<file path="config.mk">
export PLATFORM = sky130hd
export DESIGN_NAME = buffer
export DESIGN_NICKNAME = d
export VERILOG_FILES = /design/src/buffer_pkg.sv /design/src/buffer_ctrl_pkg.sv /design/src/buffer.sv /design/src/buffer_regs.sv /design/src/capture_ctrl.sv /design/src/readout_dma.sv /design/src/sample_banks.sv
export SDC_FILE = /design/constraint.sdc
export NUM_CORES = 2
export LEC_CHECK = 0
export BUFFER_PORTS_ARGS = -buffer_cell sky130_fd_sc_hd__buf_2
export CORE_MARGIN = 2
export CORE_UTILIZATION = 65
export CTS_BUF_LIST = sky130_fd_sc_hd__clkbuf_4 sky130_fd_sc_hd__clkbuf_8
export CTS_CLUSTER_DIAMETER = 80
export DETAILED_ROUTE_END_ITERATION = 10
export GPL_TIMING_DRIVEN = 0
export PLACE_DENSITY_LB_ADDON = 0.08
export REMOVE_ABC_BUFFERS = 1
export SYNTH_ARGS = -nofsm -noshare
export SYNTH_HDL_FRONTEND = slang
export SYNTH_HIERARCHICAL = 1
export SYNTH_SLANG_ARGS = --single-unit
</file>
<file path="constraint.sdc">
create_clock -name ps_clk -period 4.2 [get_ports ps_clk]
set_clock_uncertainty 0.1 [all_clocks]
set_input_delay 0.42 -clock ps_clk [delete_from_list [all_inputs] [get_ports ps_clk]]
set_output_delay 0.42 -clock ps_clk [all_outputs]
set_load 0.1 [all_outputs]
</file>
<file path="src/buffer_pkg.sv">
// Sample buffer geometry
// Channel count, sample width and bank sizing shared by the capture and readout blocks
package buffer_pkg;

  localparam int CHANNELS = 4;
  localparam int SAMPLE_WIDTH = 16;

  // one bank per channel
  localparam int BANK_DEPTH = 16;
  localparam int TOTAL_DEPTH = CHANNELS * BANK_DEPTH;

  // a depth count must hold TOTAL_DEPTH itself
  localparam int DEPTH_WIDTH = $clog2(TOTAL_DEPTH + 1);
  localparam int BANK_ADDR_WIDTH = $clog2(BANK_DEPTH);
  localparam int CHANNEL_WIDTH = $clog2(CHANNELS);

  // mode m activates the first 2^m channels
  localparam int MODE_WIDTH = 2;
  localparam int MAX_MODE = $clog2(CHANNELS);

endpackage

</file>
<file path="src/buffer_ctrl_pkg.sv">
// Sample buffer control definitions
// Register map, register word layout and the capture and readout state encodings
package buffer_ctrl_pkg;

  localparam int REG_ADDR_WIDTH = 2;
  localparam int REG_DATA_WIDTH = 8;

  localparam logic [REG_ADDR_WIDTH-1:0] ADDR_CONTROL = 2'd0;
  localparam logic [REG_ADDR_WIDTH-1:0] ADDR_BANKING = 2'd1;
  localparam logic [REG_ADDR_WIDTH-1:0] ADDR_RESET = 2'd2;
  localparam logic [REG_ADDR_WIDTH-1:0] ADDR_READOUT = 2'd3;

  // control view: arm in bit 2, start in bit 1, stop in bit 0
  // the reset word uses bit 0 for capture and bit 1 for readout,
  // and the readout word starts a transfer with bit 0
  typedef union packed {
    struct packed {
      logic [REG_DATA_WIDTH-4:0] unused;
      logic arm;
      logic start;
      logic stop;
    } ctrl;
    struct packed {
      logic [REG_DATA_WIDTH-buffer_pkg::MODE_WIDTH-1:0] unused;
      logic [buffer_pkg::MODE_WIDTH-1:0] mode;
    } bank;
  } cfg_word_u;

  typedef enum logic [1:0] {
    CAP_IDLE,
    CAP_ARMED,
    CAP_SAVING,
    CAP_HOLDING
  } capture_state_e;

  typedef enum logic [1:0] {
    RD_IDLE,
    RD_READING,
    RD_DONE
  } readout_state_e;

endpackage

</file>
<file path="src/buffer.sv">
// Sample capture buffer top level
// Registers, capture control, sample banks and readout engine
`timescale 1ns/1ns
module buffer (
  input  logic                                                          ps_clk,
  input  logic                                                          ps_reset,
  input  logic                                                          reg_write_i,
  input  logic [buffer_ctrl_pkg::REG_ADDR_WIDTH-1:0]                    reg_addr_i,
  input  logic [buffer_ctrl_pkg::REG_DATA_WIDTH-1:0]                    reg_data_i,
  input  logic [buffer_pkg::CHANNELS-1:0]                               adc_valid_i,
  input  logic [buffer_pkg::CHANNELS-1:0][buffer_pkg::SAMPLE_WIDTH-1:0] adc_data_i,
  input  logic                                                          hw_start_i,
  input  logic                                                          hw_stop_i,
  output logic                                                          capture_full_o,
  output logic [buffer_pkg::CHANNELS-1:0][buffer_pkg::DEPTH_WIDTH-1:0]  write_depth_o,
  output logic                                                          write_depth_valid_o,
  output logic [buffer_pkg::SAMPLE_WIDTH-1:0]                           readout_data_o,
  output logic                                                          readout_valid_o,
  output logic                                                          readout_last_o,
  input  logic                                                          readout_ready_i
);

  logic arm;
  logic sw_start;
  logic sw_stop;
  logic capture_reset;
  logic readout_start;
  logic readout_reset;
  logic capture_idle;
  logic hold;
  logic [buffer_pkg::MODE_WIDTH-1:0] banking_mode;
  logic [buffer_pkg::CHANNELS-1:0] bank_write;
  logic [buffer_pkg::CHANNELS-1:0][buffer_pkg::DEPTH_WIDTH-1:0] write_count;
  logic [buffer_pkg::CHANNEL_WIDTH-1:0] read_channel;
  logic [buffer_pkg::DEPTH_WIDTH-1:0] read_index;
  logic [buffer_pkg::SAMPLE_WIDTH-1:0] read_data;

  buffer_regs regs_i (
    .ps_clk, .ps_reset, .reg_write_i, .reg_addr_i, .reg_data_i,
    .capture_idle_i(capture_idle),
    .arm_o(arm), .sw_start_o(sw_start), .sw_stop_o(sw_stop),
    .capture_reset_o(capture_reset),
    .readout_start_o(readout_start), .readout_reset_o(readout_reset),
    .banking_mode_o(banking_mode)
  );

  capture_ctrl capture_i (
    .ps_clk, .ps_reset,
    .arm_i(arm), .sw_start_i(sw_start), .sw_stop_i(sw_stop),
    .hw_start_i, .hw_stop_i,
    .capture_reset_i(capture_reset), .banking_mode_i(banking_mode), .adc_valid_i,
    .bank_write_o(bank_write), .write_count_o(write_count),
    .capture_idle_o(capture_idle), .hold_o(hold),
    .capture_full_o, .write_depth_o, .write_depth_valid_o
  );

  sample_banks banks_i (
    .ps_clk, .banking_mode_i(banking_mode),
    .bank_write_i(bank_write), .write_count_i(write_count), .adc_data_i,
    .read_channel_i(read_channel), .read_index_i(read_index), .read_data_o(read_data)
  );

  readout_dma dma_i (
    .ps_clk, .ps_reset,
    .readout_start_i(readout_start), .readout_reset_i(readout_reset),
    .hold_i(hold), .banking_mode_i(banking_mode),
    .write_depth_i(write_depth_o), .read_data_i(read_data),
    .read_channel_o(read_channel), .read_index_o(read_index),
    .readout_data_o, .readout_valid_o, .readout_last_o, .readout_ready_i
  );

endmodule

</file>
<file path="src/buffer_regs.sv">
// Sample buffer register block
// Turns register writes into one-cycle command strobes and keeps the banking mode
`timescale 1ns/1ns
module buffer_regs (
  input  logic                                        ps_clk,
  input  logic                                        ps_reset,
  input  logic                                        reg_write_i,
  input  logic [buffer_ctrl_pkg::REG_ADDR_WIDTH-1:0]  reg_addr_i,
  input  logic [buffer_ctrl_pkg::REG_DATA_WIDTH-1:0]  reg_data_i,
  input  logic                                        capture_idle_i,
  output logic                                        arm_o,
  output logic                                        sw_start_o,
  output logic                                        sw_stop_o,
  output logic                                        capture_reset_o,
  output logic                                        readout_start_o,
  output logic                                        readout_reset_o,
  output logic [buffer_pkg::MODE_WIDTH-1:0]           banking_mode_o
);

  buffer_ctrl_pkg::cfg_word_u word;
  logic ctrl_wr;
  logic bank_wr;
  logic reset_wr;
  logic readout_wr;

  assign word = reg_data_i;

  assign ctrl_wr = reg_write_i && (reg_addr_i == buffer_ctrl_pkg::ADDR_CONTROL);
  assign bank_wr = reg_write_i && (reg_addr_i == buffer_ctrl_pkg::ADDR_BANKING);
  assign reset_wr = reg_write_i && (reg_addr_i == buffer_ctrl_pkg::ADDR_RESET);
  assign readout_wr = reg_write_i && (reg_addr_i == buffer_ctrl_pkg::ADDR_READOUT);

  always_ff @(posedge ps_clk) begin
    if (ps_reset) begin
      arm_o <= 1'b0;
      sw_start_o <= 1'b0;
      sw_stop_o <= 1'b0;
      capture_reset_o <= 1'b0;
      readout_start_o <= 1'b0;
      readout_reset_o <= 1'b0;
      banking_mode_o <= '0;
    end else begin
      arm_o <= ctrl_wr && word.ctrl.arm;
      sw_start_o <= ctrl_wr && word.ctrl.start;
      sw_stop_o <= ctrl_wr && word.ctrl.stop;
      // reset and readout words share the control bit positions
      capture_reset_o <= reset_wr && word.ctrl.stop;
      readout_reset_o <= reset_wr && word.ctrl.start;
      readout_start_o <= readout_wr && word.ctrl.stop;
      // mode changes only between captures, out of range values are dropped
      if (bank_wr && capture_idle_i && (word.bank.mode <= buffer_pkg::MAX_MODE)) begin
        banking_mode_o <= word.bank.mode;
      end
    end
  end

endmodule

</file>
<file path="src/capture_ctrl.sv">
// Capture control for the sample buffer
// Runs the arm/start/stop FSM, counts samples per active channel,
// detects a full channel and reports the write depths once per capture
`timescale 1ns/1ns
module capture_ctrl (
  input  logic                                                           ps_clk,
  input  logic                                                           ps_reset,
  input  logic                                                           arm_i,
  input  logic                                                           sw_start_i,
  input  logic                                                           sw_stop_i,
  input  logic                                                           hw_start_i,
  input  logic                                                           hw_stop_i,
  input  logic                                                           capture_reset_i,
  input  logic [buffer_pkg::MODE_WIDTH-1:0]                              banking_mode_i,
  input  logic [buffer_pkg::CHANNELS-1:0]                                adc_valid_i,
  output logic [buffer_pkg::CHANNELS-1:0]                                bank_write_o,
  output logic [buffer_pkg::CHANNELS-1:0][buffer_pkg::DEPTH_WIDTH-1:0]   write_count_o,
  output logic                                                           capture_idle_o,
  output logic                                                           hold_o,
  output logic                                                           capture_full_o,
  output logic [buffer_pkg::CHANNELS-1:0][buffer_pkg::DEPTH_WIDTH-1:0]   write_depth_o,
  output logic                                                           write_depth_valid_o
);

  buffer_ctrl_pkg::capture_state_e state_q;
  logic [buffer_pkg::CHANNELS-1:0][buffer_pkg::DEPTH_WIDTH-1:0] count_q;
  logic [buffer_pkg::CHANNEL_WIDTH:0] active_chans;
  logic [buffer_pkg::DEPTH_WIDTH-1:0] limit;
  logic start_ok;
  logic stop_ok;
  logic full_hit;

  assign active_chans = (buffer_pkg::CHANNEL_WIDTH + 1)'(1) << banking_mode_i;
  // chained banks give each active channel a deeper record
  assign limit = buffer_pkg::DEPTH_WIDTH'(buffer_pkg::TOTAL_DEPTH >> banking_mode_i);

  // hardware start only counts while armed
  assign start_ok = (sw_start_i && (state_q == buffer_ctrl_pkg::CAP_IDLE ||
                                    state_q == buffer_ctrl_pkg::CAP_ARMED)) ||
                    (hw_start_i && state_q == buffer_ctrl_pkg::CAP_ARMED);
  assign stop_ok = sw_stop_i || hw_stop_i;

  assign write_count_o = count_q;
  assign capture_idle_o = (state_q == buffer_ctrl_pkg::CAP_IDLE);
  assign hold_o = (state_q == buffer_ctrl_pkg::CAP_HOLDING);

  always_comb begin
    full_hit = 1'b0;
    for (int c = 0; c < buffer_pkg::CHANNELS; c++) begin
      bank_write_o[c] = (state_q == buffer_ctrl_pkg::CAP_SAVING) && adc_valid_i[c] &&
                        (c < active_chans);
      // the write landing on the last free slot ends the capture
      if (bank_write_o[c] && (count_q[c] == limit - 1'b1)) begin
        full_hit = 1'b1;
      end
      write_depth_o[c] = (c < active_chans) ? count_q[c] : '0;
    end
  end

  always_ff @(posedge ps_clk) begin
    if (ps_reset || capture_reset_i) begin
      state_q <= buffer_ctrl_pkg::CAP_IDLE;
      count_q <= '0;
      capture_full_o <= 1'b0;
      write_depth_valid_o <= 1'b0;
    end else begin
      write_depth_valid_o <= 1'b0;
      case (state_q)
        buffer_ctrl_pkg::CAP_IDLE, buffer_ctrl_pkg::CAP_ARMED: begin
          if (start_ok) begin
            state_q <= buffer_ctrl_pkg::CAP_SAVING;
            count_q <= '0;
            capture_full_o <= 1'b0;
          end else if (arm_i) begin
            state_q <= buffer_ctrl_pkg::CAP_ARMED;
          end
        end
        buffer_ctrl_pkg::CAP_SAVING: begin
          for (int c = 0; c < buffer_pkg::CHANNELS; c++) begin
            if (bank_write_o[c]) begin
              count_q[c] <= count_q[c] + 1'b1;
            end
          end
          if (stop_ok || full_hit) begin
            state_q <= buffer_ctrl_pkg::CAP_HOLDING;
            capture_full_o <= full_hit;
            write_depth_valid_o <= 1'b1;
          end
        end
        default: begin
          // holding until a capture reset
          state_q <= state_q;
        end
      endcase
    end
  end

endmodule

</file>
<file path="src/readout_dma.sv">
// Readout engine for the sample buffer
// Walks each active channel up to its write depth and streams the samples
// out with valid/ready/last, one outstanding bank read at a time
`timescale 1ns/1ns
module readout_dma (
  input  logic                                                          ps_clk,
  input  logic                                                          ps_reset,
  input  logic                                                          readout_start_i,
  input  logic                                                          readout_reset_i,
  input  logic                                                          hold_i,
  input  logic [buffer_pkg::MODE_WIDTH-1:0]                             banking_mode_i,
  input  logic [buffer_pkg::CHANNELS-1:0][buffer_pkg::DEPTH_WIDTH-1:0]  write_depth_i,
  input  logic [buffer_pkg::SAMPLE_WIDTH-1:0]                           read_data_i,
  output logic [buffer_pkg::CHANNEL_WIDTH-1:0]                          read_channel_o,
  output logic [buffer_pkg::DEPTH_WIDTH-1:0]                            read_index_o,
  output logic [buffer_pkg::SAMPLE_WIDTH-1:0]                           readout_data_o,
  output logic                                                          readout_valid_o,
  output logic                                                          readout_last_o,
  input  logic                                                          readout_ready_i
);

  buffer_ctrl_pkg::readout_state_e state_q;
  logic [buffer_pkg::CHANNEL_WIDTH-1:0] chan_q;
  logic [buffer_pkg::DEPTH_WIDTH-1:0] idx_q;
  logic fetch_q;
  logic [buffer_pkg::CHANNEL_WIDTH:0] active_chans;
  logic later_words;
  logic last_word;

  assign read_channel_o = chan_q;
  assign read_index_o = idx_q;
  assign active_chans = (buffer_pkg::CHANNEL_WIDTH + 1)'(1) << banking_mode_i;

  // any samples left in a later active channel
  always_comb begin
    later_words = 1'b0;
    for (int c = 0; c < buffer_pkg::CHANNELS; c++) begin
      if ((c > chan_q) && (c < active_chans) && (write_depth_i[c] != '0)) begin
        later_words = 1'b1;
      end
    end
  end

  assign last_word = (idx_q + 1'b1 == write_depth_i[chan_q]) && !later_words;

  always_ff @(posedge ps_clk) begin
    if (ps_reset || readout_reset_i) begin
      state_q <= buffer_ctrl_pkg::RD_IDLE;
      fetch_q <= 1'b0;
      readout_valid_o <= 1'b0;
      readout_last_o <= 1'b0;
    end else begin
      case (state_q)
        buffer_ctrl_pkg::RD_IDLE: begin
          if (readout_start_i && hold_i && (|write_depth_i)) begin
            state_q <= buffer_ctrl_pkg::RD_READING;
            chan_q <= '0;
            idx_q <= '0;
          end
        end
        buffer_ctrl_pkg::RD_READING: begin
          if (readout_valid_o) begin
            if (readout_ready_i) begin
              readout_valid_o <= 1'b0;
            end
          end else if (fetch_q) begin
            // bank data for chan_q/idx_q arrived this cycle
            fetch_q <= 1'b0;
            readout_data_o <= read_data_i;
            readout_valid_o <= 1'b1;
            readout_last_o <= last_word;
            idx_q <= idx_q + 1'b1;
            if (last_word) begin
              state_q <= buffer_ctrl_pkg::RD_DONE;
            end
          end else if (idx_q < write_depth_i[chan_q]) begin
            fetch_q <= 1'b1;
          end else begin
            // channel exhausted or empty
            chan_q <= chan_q + 1'b1;
            idx_q <= '0;
          end
        end
        default: begin
          if (readout_ready_i) begin
            state_q <= buffer_ctrl_pkg::RD_IDLE;
            readout_valid_o <= 1'b0;
            readout_last_o <= 1'b0;
          end
        end
      endcase
    end
  end

endmodule

</file>
<file path="src/sample_banks.sv">
// Sample memory banks
// One memory per channel; idle channels lend their banks to the active ones
// so sample k of channel c lands in bank c + 2^mode * (k / BANK_DEPTH)
`timescale 1ns/1ns
module sample_banks (
  input  logic                                                          ps_clk,
  input  logic [buffer_pkg::MODE_WIDTH-1:0]                             banking_mode_i,
  input  logic [buffer_pkg::CHANNELS-1:0]                               bank_write_i,
  input  logic [buffer_pkg::CHANNELS-1:0][buffer_pkg::DEPTH_WIDTH-1:0]  write_count_i,
  input  logic [buffer_pkg::CHANNELS-1:0][buffer_pkg::SAMPLE_WIDTH-1:0] adc_data_i,
  input  logic [buffer_pkg::CHANNEL_WIDTH-1:0]                          read_channel_i,
  input  logic [buffer_pkg::DEPTH_WIDTH-1:0]                            read_index_i,
  output logic [buffer_pkg::SAMPLE_WIDTH-1:0]                           read_data_o
);

  localparam int SEG_W = buffer_pkg::DEPTH_WIDTH - buffer_pkg::BANK_ADDR_WIDTH;

  logic [buffer_pkg::SAMPLE_WIDTH-1:0] mem [buffer_pkg::CHANNELS][buffer_pkg::BANK_DEPTH];

  logic [buffer_pkg::CHANNEL_WIDTH-1:0] mode_mask;
  logic [buffer_pkg::CHANNELS-1:0][buffer_pkg::CHANNEL_WIDTH-1:0] bank_owner;
  logic [buffer_pkg::CHANNELS-1:0] bank_we;
  logic [buffer_pkg::CHANNELS-1:0][buffer_pkg::BANK_ADDR_WIDTH-1:0] bank_waddr;
  logic [buffer_pkg::CHANNELS-1:0][buffer_pkg::SAMPLE_WIDTH-1:0] bank_wdata;
  logic [SEG_W-1:0] read_seg;
  logic [buffer_pkg::CHANNEL_WIDTH-1:0] read_bank;

  assign mode_mask = buffer_pkg::CHANNEL_WIDTH'((1 << banking_mode_i) - 1);

  // each bank belongs to one active channel and one segment of its record
  always_comb begin
    for (int b = 0; b < buffer_pkg::CHANNELS; b++) begin
      bank_owner[b] = buffer_pkg::CHANNEL_WIDTH'(b) & mode_mask;
      bank_we[b] = bank_write_i[bank_owner[b]] &&
                   (write_count_i[bank_owner[b]][buffer_pkg::DEPTH_WIDTH-1:buffer_pkg::BANK_ADDR_WIDTH]
                    == SEG_W'(b >> banking_mode_i));
      bank_waddr[b] = write_count_i[bank_owner[b]][buffer_pkg::BANK_ADDR_WIDTH-1:0];
      bank_wdata[b] = adc_data_i[bank_owner[b]];
    end
  end

  assign read_seg = read_index_i[buffer_pkg::DEPTH_WIDTH-1:buffer_pkg::BANK_ADDR_WIDTH];
  assign read_bank = read_channel_i + buffer_pkg::CHANNEL_WIDTH'(read_seg << banking_mode_i);

  always_ff @(posedge ps_clk) begin
    for (int b = 0; b < buffer_pkg::CHANNELS; b++) begin
      if (bank_we[b]) begin
        mem[b][bank_waddr[b]] <= bank_wdata[b];
      end
    end
    read_data_o <= mem[read_bank][read_index_i[buffer_pkg::BANK_ADDR_WIDTH-1:0]];
  end

endmodule
</file>
After elaboration in Yosys (flattened, before gate mapping)
Memories as Yosys holds them, arrays and structs flattened.
Index checks and enable logic that the tools add are counted.
{"block": "op_classes", "n_addsub": 9, "order_cmp": 22, "n_eq_ne": 30, "shifts": 8, "muxes": 90, "bitwise": 9, "reduce_logical": 76}
{"op": "two-way mux 256 bit", "count": 4}
{"op": "demux 16 bit (select 4 bit)", "count": 4}
{"op": "two-way mux 16 bit", "count": 11}
{"op": "two-way mux 7 bit", "count": 18}
{"op": "binary-select mux 16 bit (select 4 bit)", "count": 1}
{"op": "one-hot mux 28 bit (2 select lines)", "count": 1}
{"op": "logical AND 1 bit", "count": 43}
{"op": "adder 7 x 1 -> 7 bit, second input constant", "count": 5}
{"op": "== test 7 bit", "count": 5}
{"op": "binary-select mux 16 bit (select 2 bit)", "count": 1}
{"op": "binary-select mux 7 bit (select 2 bit)", "count": 2}
{"op": "two-way mux 28 bit", "count": 1}
{"op": "OR reduction 28 bit", "count": 1}
{"op": "two-way mux 1 bit", "count": 27}
{"op": ">= comparator 5 bit, second input constant", "count": 5}
{"op": "inverter 4 -> 5 bit", "count": 5}
{"op": "two-way mux 2 bit", "count": 12}
{"op": "nonzero test 7 bit", "count": 3}
{"op": "less-than comparator 5 x 1 -> 1 bit, second input constant", "count": 4}
{"op": "AND reduction 3 bit", "count": 6}
{"op": "inequality test 2 x 1 -> 1 bit, second input constant", "count": 8}
{"op": "one-hot mux 7 bit (2 select lines)", "count": 1}
{"op": "== test 3 bit", "count": 4}
{"op": "one-hot mux 2 bit (2 select lines)", "count": 3}
{"op": "other kinds (35)", "count": 69}
{"block": "word_totals", "ff_bits": 86, "mem_bits_rw": 1024, "inputBits": 84, "out_inout_bits": 48, "wordCells": 267, "mem_count": 1}
{"name": "banks_i.mem", "words": 4, "word_bits": 256, "read_ports": 1, "rd_clocked_by_memory_dff": 0, "write_ports": 4, "line": "sample_banks.sv:18", "text": "logic [buffer_pkg::SAMPLE_WIDTH-1:0] mem [buffer_pkg::CHANNELS][buffer_pkg::BANK_DEPTH];"}

Longest topological paths before layout
{"block": "depth", "depth_word": 14, "depth_mapped": 16, "mapped_depth_nobuf": 13}

Hierarchy
Netlist, hierarchy kept.
{"module": "sample_banks", "n_inst": 1, "cells_each": 2272, "area_per_inst_um2": 41866.4}
{"module": "capture_ctrl", "n_inst": 1, "cells_each": 232, "area_per_inst_um2": 1913.1}
{"module": "readout_dma", "n_inst": 1, "cells_each": 148, "area_per_inst_um2": 1754.2}
{"module": "buffer_regs", "n_inst": 1, "cells_each": 27, "area_per_inst_um2": 271.5}

Worst setup path before layout
Ideal clock, no wire load.
{"block": "synth_timing", "path_type": "register to register", "start": "register regs_i/banking_mode_o[1] in the netlist's numbering", "end": "register dma_i.idx_q, in the netlist dma_i/read_index_o[0] (enable)", "arrival_ns": 3.812, "t_required_ns": 3.826, "slack_ns": 0.014, "path_stages_with_launch": 13, "period_less_slack_ns": 4.186, "cell_sequence": "dfxtp_1 > ha_1 > buf_2 > nor2b_1 > mux4_2 > inv_1 > ha_1 > nor2b_1 > o21a_1 > o21a_1 > o21ai_1 > a21oi_1 > o21a_1"}
{"item": "start, declared", "line": "buffer_regs.sv:17", "text": "output logic [buffer_pkg::MODE_WIDTH-1:0] banking_mode_o"}
{"item": "start signal, assigned", "line": "buffer_regs.sv:52", "text": "banking_mode_o <= word.bank.mode;"}
{"item": "end signal, assigned", "line": "readout_dma.sv:72", "text": "idx_q <= idx_q + 1'b1;"}
{"item": "end, declared", "line": "readout_dma.sv:24", "text": "logic [buffer_pkg::DEPTH_WIDTH-1:0] idx_q;"}

Final worst setup path
{"block": "layout_timing", "start": "register regs_i/banking_mode_o[1] in the netlist's numbering", "end": "register banks_i/read_data_o[13] in the netlist's numbering"}
{"block": "layout_between", "elab_chain_len": 6}
{"item": "<< shifter 3 x 2 -> 2 bit", "line": "sample_banks.sv:43", "text": "assign read_bank = read_channel_i + buffer_pkg::CHANNEL_WIDTH'(read_seg << banking_mode_i);"}
{"item": "adder 2 bit", "line": "sample_banks.sv:43"}
{"item": "memory read (4 x 256 bit)"}
{"item": "binary-select mux 16 bit (select 4 bit)", "line": "sample_banks.sv:51", "text": "read_data_o <= mem[read_bank][read_index_i[buffer_pkg::BANK_ADDR_WIDTH-1:0]];"}
{"item": "two-way mux 16 bit (not written as such) (2 in series)", "line": "sample_banks.sv:51"}
{"item": "end signal, assigned", "line": "sample_banks.sv:51"}
{"item": "end, declared", "line": "sample_banks.sv:13", "text": "output logic [buffer_pkg::SAMPLE_WIDTH-1:0] read_data_o"}
No other way between the ends. The select of a mux whose other input is x is not followed.
A chain may end at the register's enable or synchronous reset.

==> impl_metrics.ini <==
[outcome]
run_status = complete, but fails checks
violations = capacitance limit, slew limit, setup timing

[global_routing]
grt_use_total = 0.4172
grt_remaining_overflow = 0
busiest_layer = met2
grt_use_met3 = 0.1766
grtUsageMet1 = 0.5357
groute.layer.met2.usage = 0.5910
antenna_violations_before_repair = 6
grt_pass1_wl_um = 208600
grt_start_max_net_pins = 55
grt_pass1_vias = 29120

[final_layout]
fill_cells = 3767
drive_above_1_share = 0.2680
finish.utilization = 0.7770
final_area_um2 = 54320
count_of_placed_standard_cells_in_the_final_layout_fillers_left_out = 4091
layout-area-overhead-vs-synth_pct = 18.58
finalNetCount = 3112

[drt]
drtAntennaViolNets = 0
via_count = 29520
drt_wl_total_um = 154600
vias_per_cell = 7.216
drc_errors = 0
wire_per_inst_um = 37.80
drtPass1Iterations = 7
initialDrtViolationCount = 4712

[critical_path]
critical_path.endpoint_type = register
critical_path_class = reg2reg
crit_path_max_fanout = 27
worstPathRequired_ns = 4.88
worstSetupStartpointType = register
worst_ep_arrival_time_ns = 4.90

[synthesis]
synth-warning-count = 6
synthesized_area_um2 = 45810
synth.top_cells.by_area = edfxtp_1 69%, mux4_2 6.5%, mux2i_1 6.1%
synth_most_common_cell = edfxtp_1
synthCells = 2679
synth_seq_cells = 1110
count_of_distinct_cell_types_in_the_synthesized_netlist = 78
synth_edf_count = 1049
synth_seq_area_share = 0.7144
netlist.area_leader.share = 0.6877
ys_top_cells_by_count = 1049 x edfxtp_1, 277 x mux2i_1, 157 x nand2_1
synth_flop_cell = edfxtp_1
synth.largest_area_cell = edfxtp_1
async_reset_ff_frac = 0
postSynthAreaPerCell_um2 = 17.10

[clock_network]
numCtsBuffers = 171
tritoncts = built
cts-htree-levels = 4
cts.sinks = 1110
ctsLongestPathBuffers = 3
worstSkewPairLatency_ns = 0.87
worst_setup_hold_path_clk_slew_ns = 0.06
cts_root_buffer = clkbuf_8

[floorplanning]
initial_utilization = 0.6552
num_rows = 97
die_width_um = 269.5
ios = 132
floorplan.core_area_um2 = 69910
die-height_um = 269.5
floorplan.die_area_um2 = 72610

[placement]
globalplace.congestion = 0.9208
dpl.hpwl_um = 87030
port_buffers = 126
number_of_cells_after_detailed_placement = 3684
placed_area_um2 = 49590
preCtsSetupSlack_ns = -1.763

[power_and_ir_drop]
cell_internal_power_mw = 16.94
clkPwrFrac = 0.417
total_leakage_power_nw = 18.35
net-switching-power_mw = 4.864
share_comb_of_total_power = 0.025
irDropWorstVdd_mv = 0.3019
finalPower_mw = 21.81
pwr_density_cell_nw_per_um2 = 401.5
switching_share = 0.2231
sequentialPowerShare = 0.559

[sta]
rsz0062_at_grt = yes
max_slew.worst_pin.slew_ns = 1.574
slew_headroom = -0.04945
maxSlewViolCount = 14
final.period_utilization = 1.005
timing.final.ws_setup_ns = -0.02308
final_period_minus_worst_setup_slack_ns = 4.223
final-setup-viol-count = 1
finalHoldViolations = 0
fmaxAchievable_mhz = 236.8

[job]
maxcap_viol_count = 1

[hold_path]
hold_path.class = in2reg
==> cell families (layout without fill, tap and decap cells) <==
| family | count (synthesis) | after routing | synth area share |
|---|---|---|---|
| buffers and inverters | 169 | 637 | 0.01655 |
| flip-flops | 1110 | 1110 | 0.7144 |
| other | 0 | 2 | 0 |
| multiplexers | 490 | 490 | 0.1463 |
| adder cells (fa/ha/maj) | 23 | 23 | 0.006283 |
| XOR/XNOR | 47 | 47 | 0.009916 |
| AO/OA/AOI/OAI | 309 | 309 | 0.05127 |
| AND/OR/NAND/NOR | 531 | 533 | 0.05529 |
==> cell usage in the layout (no fill, tap or decap), types with 64 or more instances in the layout <==
master / netlist / final
nor2_4: 0 / 66
clkbuf_4: 0 / 64
nand2_1: 157 / 151
buf_2: 21 / 126
mux2i_1: 277 / 277
clkbuf_8: 0 / 180
mux4_2: 132 / 132
nor3_1: 64 / 64
edfxtp_1: 1049 / 1049
nor2_1: 138 / 69
buf_16: 0 / 65
==> power by group through the flow <==
stage               sequential, mW  clock (mW)  combinational (mW)
global placement              12.4           0               0.468
global route                  12.2        9.42               0.562
detailed placement            12.4           0               0.493
finish                        12.2        9.09               0.540
CTS                           12.2        8.90               0.525
floorplan                     12.4           0               0.222
==> stage by stage <==
| step | setup TNS (ns) | hold WS, ns |
|---|---|---|
| 2_1_floorplan | -183.86 | 0.2855 |
| 3_3_place_gp | -4959.93 | 0.2856 |
| 3_5_place_dp | -63.75 | 0.2887 |
| 4_1_cts | 0 | 0.01850 |
| 5_1_grt | -2.635 | 0.06523 |
| 6_report | -0.02308 | 0.06368 |
==> timing repair <==
action,CTS,global route
setup endpoints to repair,274,233
pin swaps,7,20
gates resized for setup,11,4
setup buffers,13,27
endpoints found under the hold margin,276,0
gates cloned,10,3
hold buffers,35,0
==> area by class of cell <==
type	instances	area, um^2	area share
Timing Repair Buffer	295	3989	0.07344
Clock inverter	73	431.7	0.007947
Tap cell	940	1176	0.02165
Clock buffer	244	2958	0.05446
Inverter	25	100.1	0.001843
Sequential cell	1110	32730	0.6025
Multi-Input combinational cell	1402	12930	0.2381
Antenna cell	2	5.005	0.00009214
==> path summary, 6_finish.rpt <==
kind	startpoint	to	slack (ns)	cells past startpoint
worst max-delay path	regs_i/banking_mode_o[1]$_SDFFE_PP0P_	banks_i/read_data_o[13]$_DFF_P_	-0.02	10
worst min-delay path	adc_valid_i[0]	capture_i/write_count_o[0]$_SDFFE_PP0P_	0.06	4
worst max register to register	regs_i/banking_mode_o[1]$_SDFFE_PP0P_	banks_i/read_data_o[13]$_DFF_P_	-0.02	10
worst min register to register	banks_i/read_data_o[7]$_DFF_P_	dma_i/readout_data_o[7]$_DFFE_PP_	0.30	0
==> per-layer routing <==
| layer | part of all wire | routed length (um) |
|---|---|---|
| met1 | 0.32 | 50260 |
| met2 | 0.43 | 66520 |
| met3 | 0.17 | 26990 |
| met4 | 0.070 | 10800 |
| met5 | 0.00048 | 74 |
==> state kept, by name (all words and copies together) (netlist names), 2 cells and up <==
| signal | cells |
|---|---|
| banks_i/mem | 1024 |
| banks_i/read_data_o | 16 |
| capture_i/state_q | 2 |
| capture_i/write_count_o | 28 |
| dma_i/read_channel_o | 2 |
| dma_i/read_index_o | 7 |
| dma_i/readout_data_o | 16 |
| dma_i/state_q | 2 |
| regs_i/banking_mode_o | 2 |
==> worst max-delay path, stage by stage (launching register included) <==
cell and delay, ns:
dfxtp_4 0.44, buf_16 0.23, nor2_4 0.08, buf_16 0.19
and2_1 0.20, ha_4 0.35, buf_16 0.23, nand2_1 0.80
o221ai_1 0.60, o2111ai_1 0.52, a32oi_1 0.34
Power figures use the tool's default switching activity.
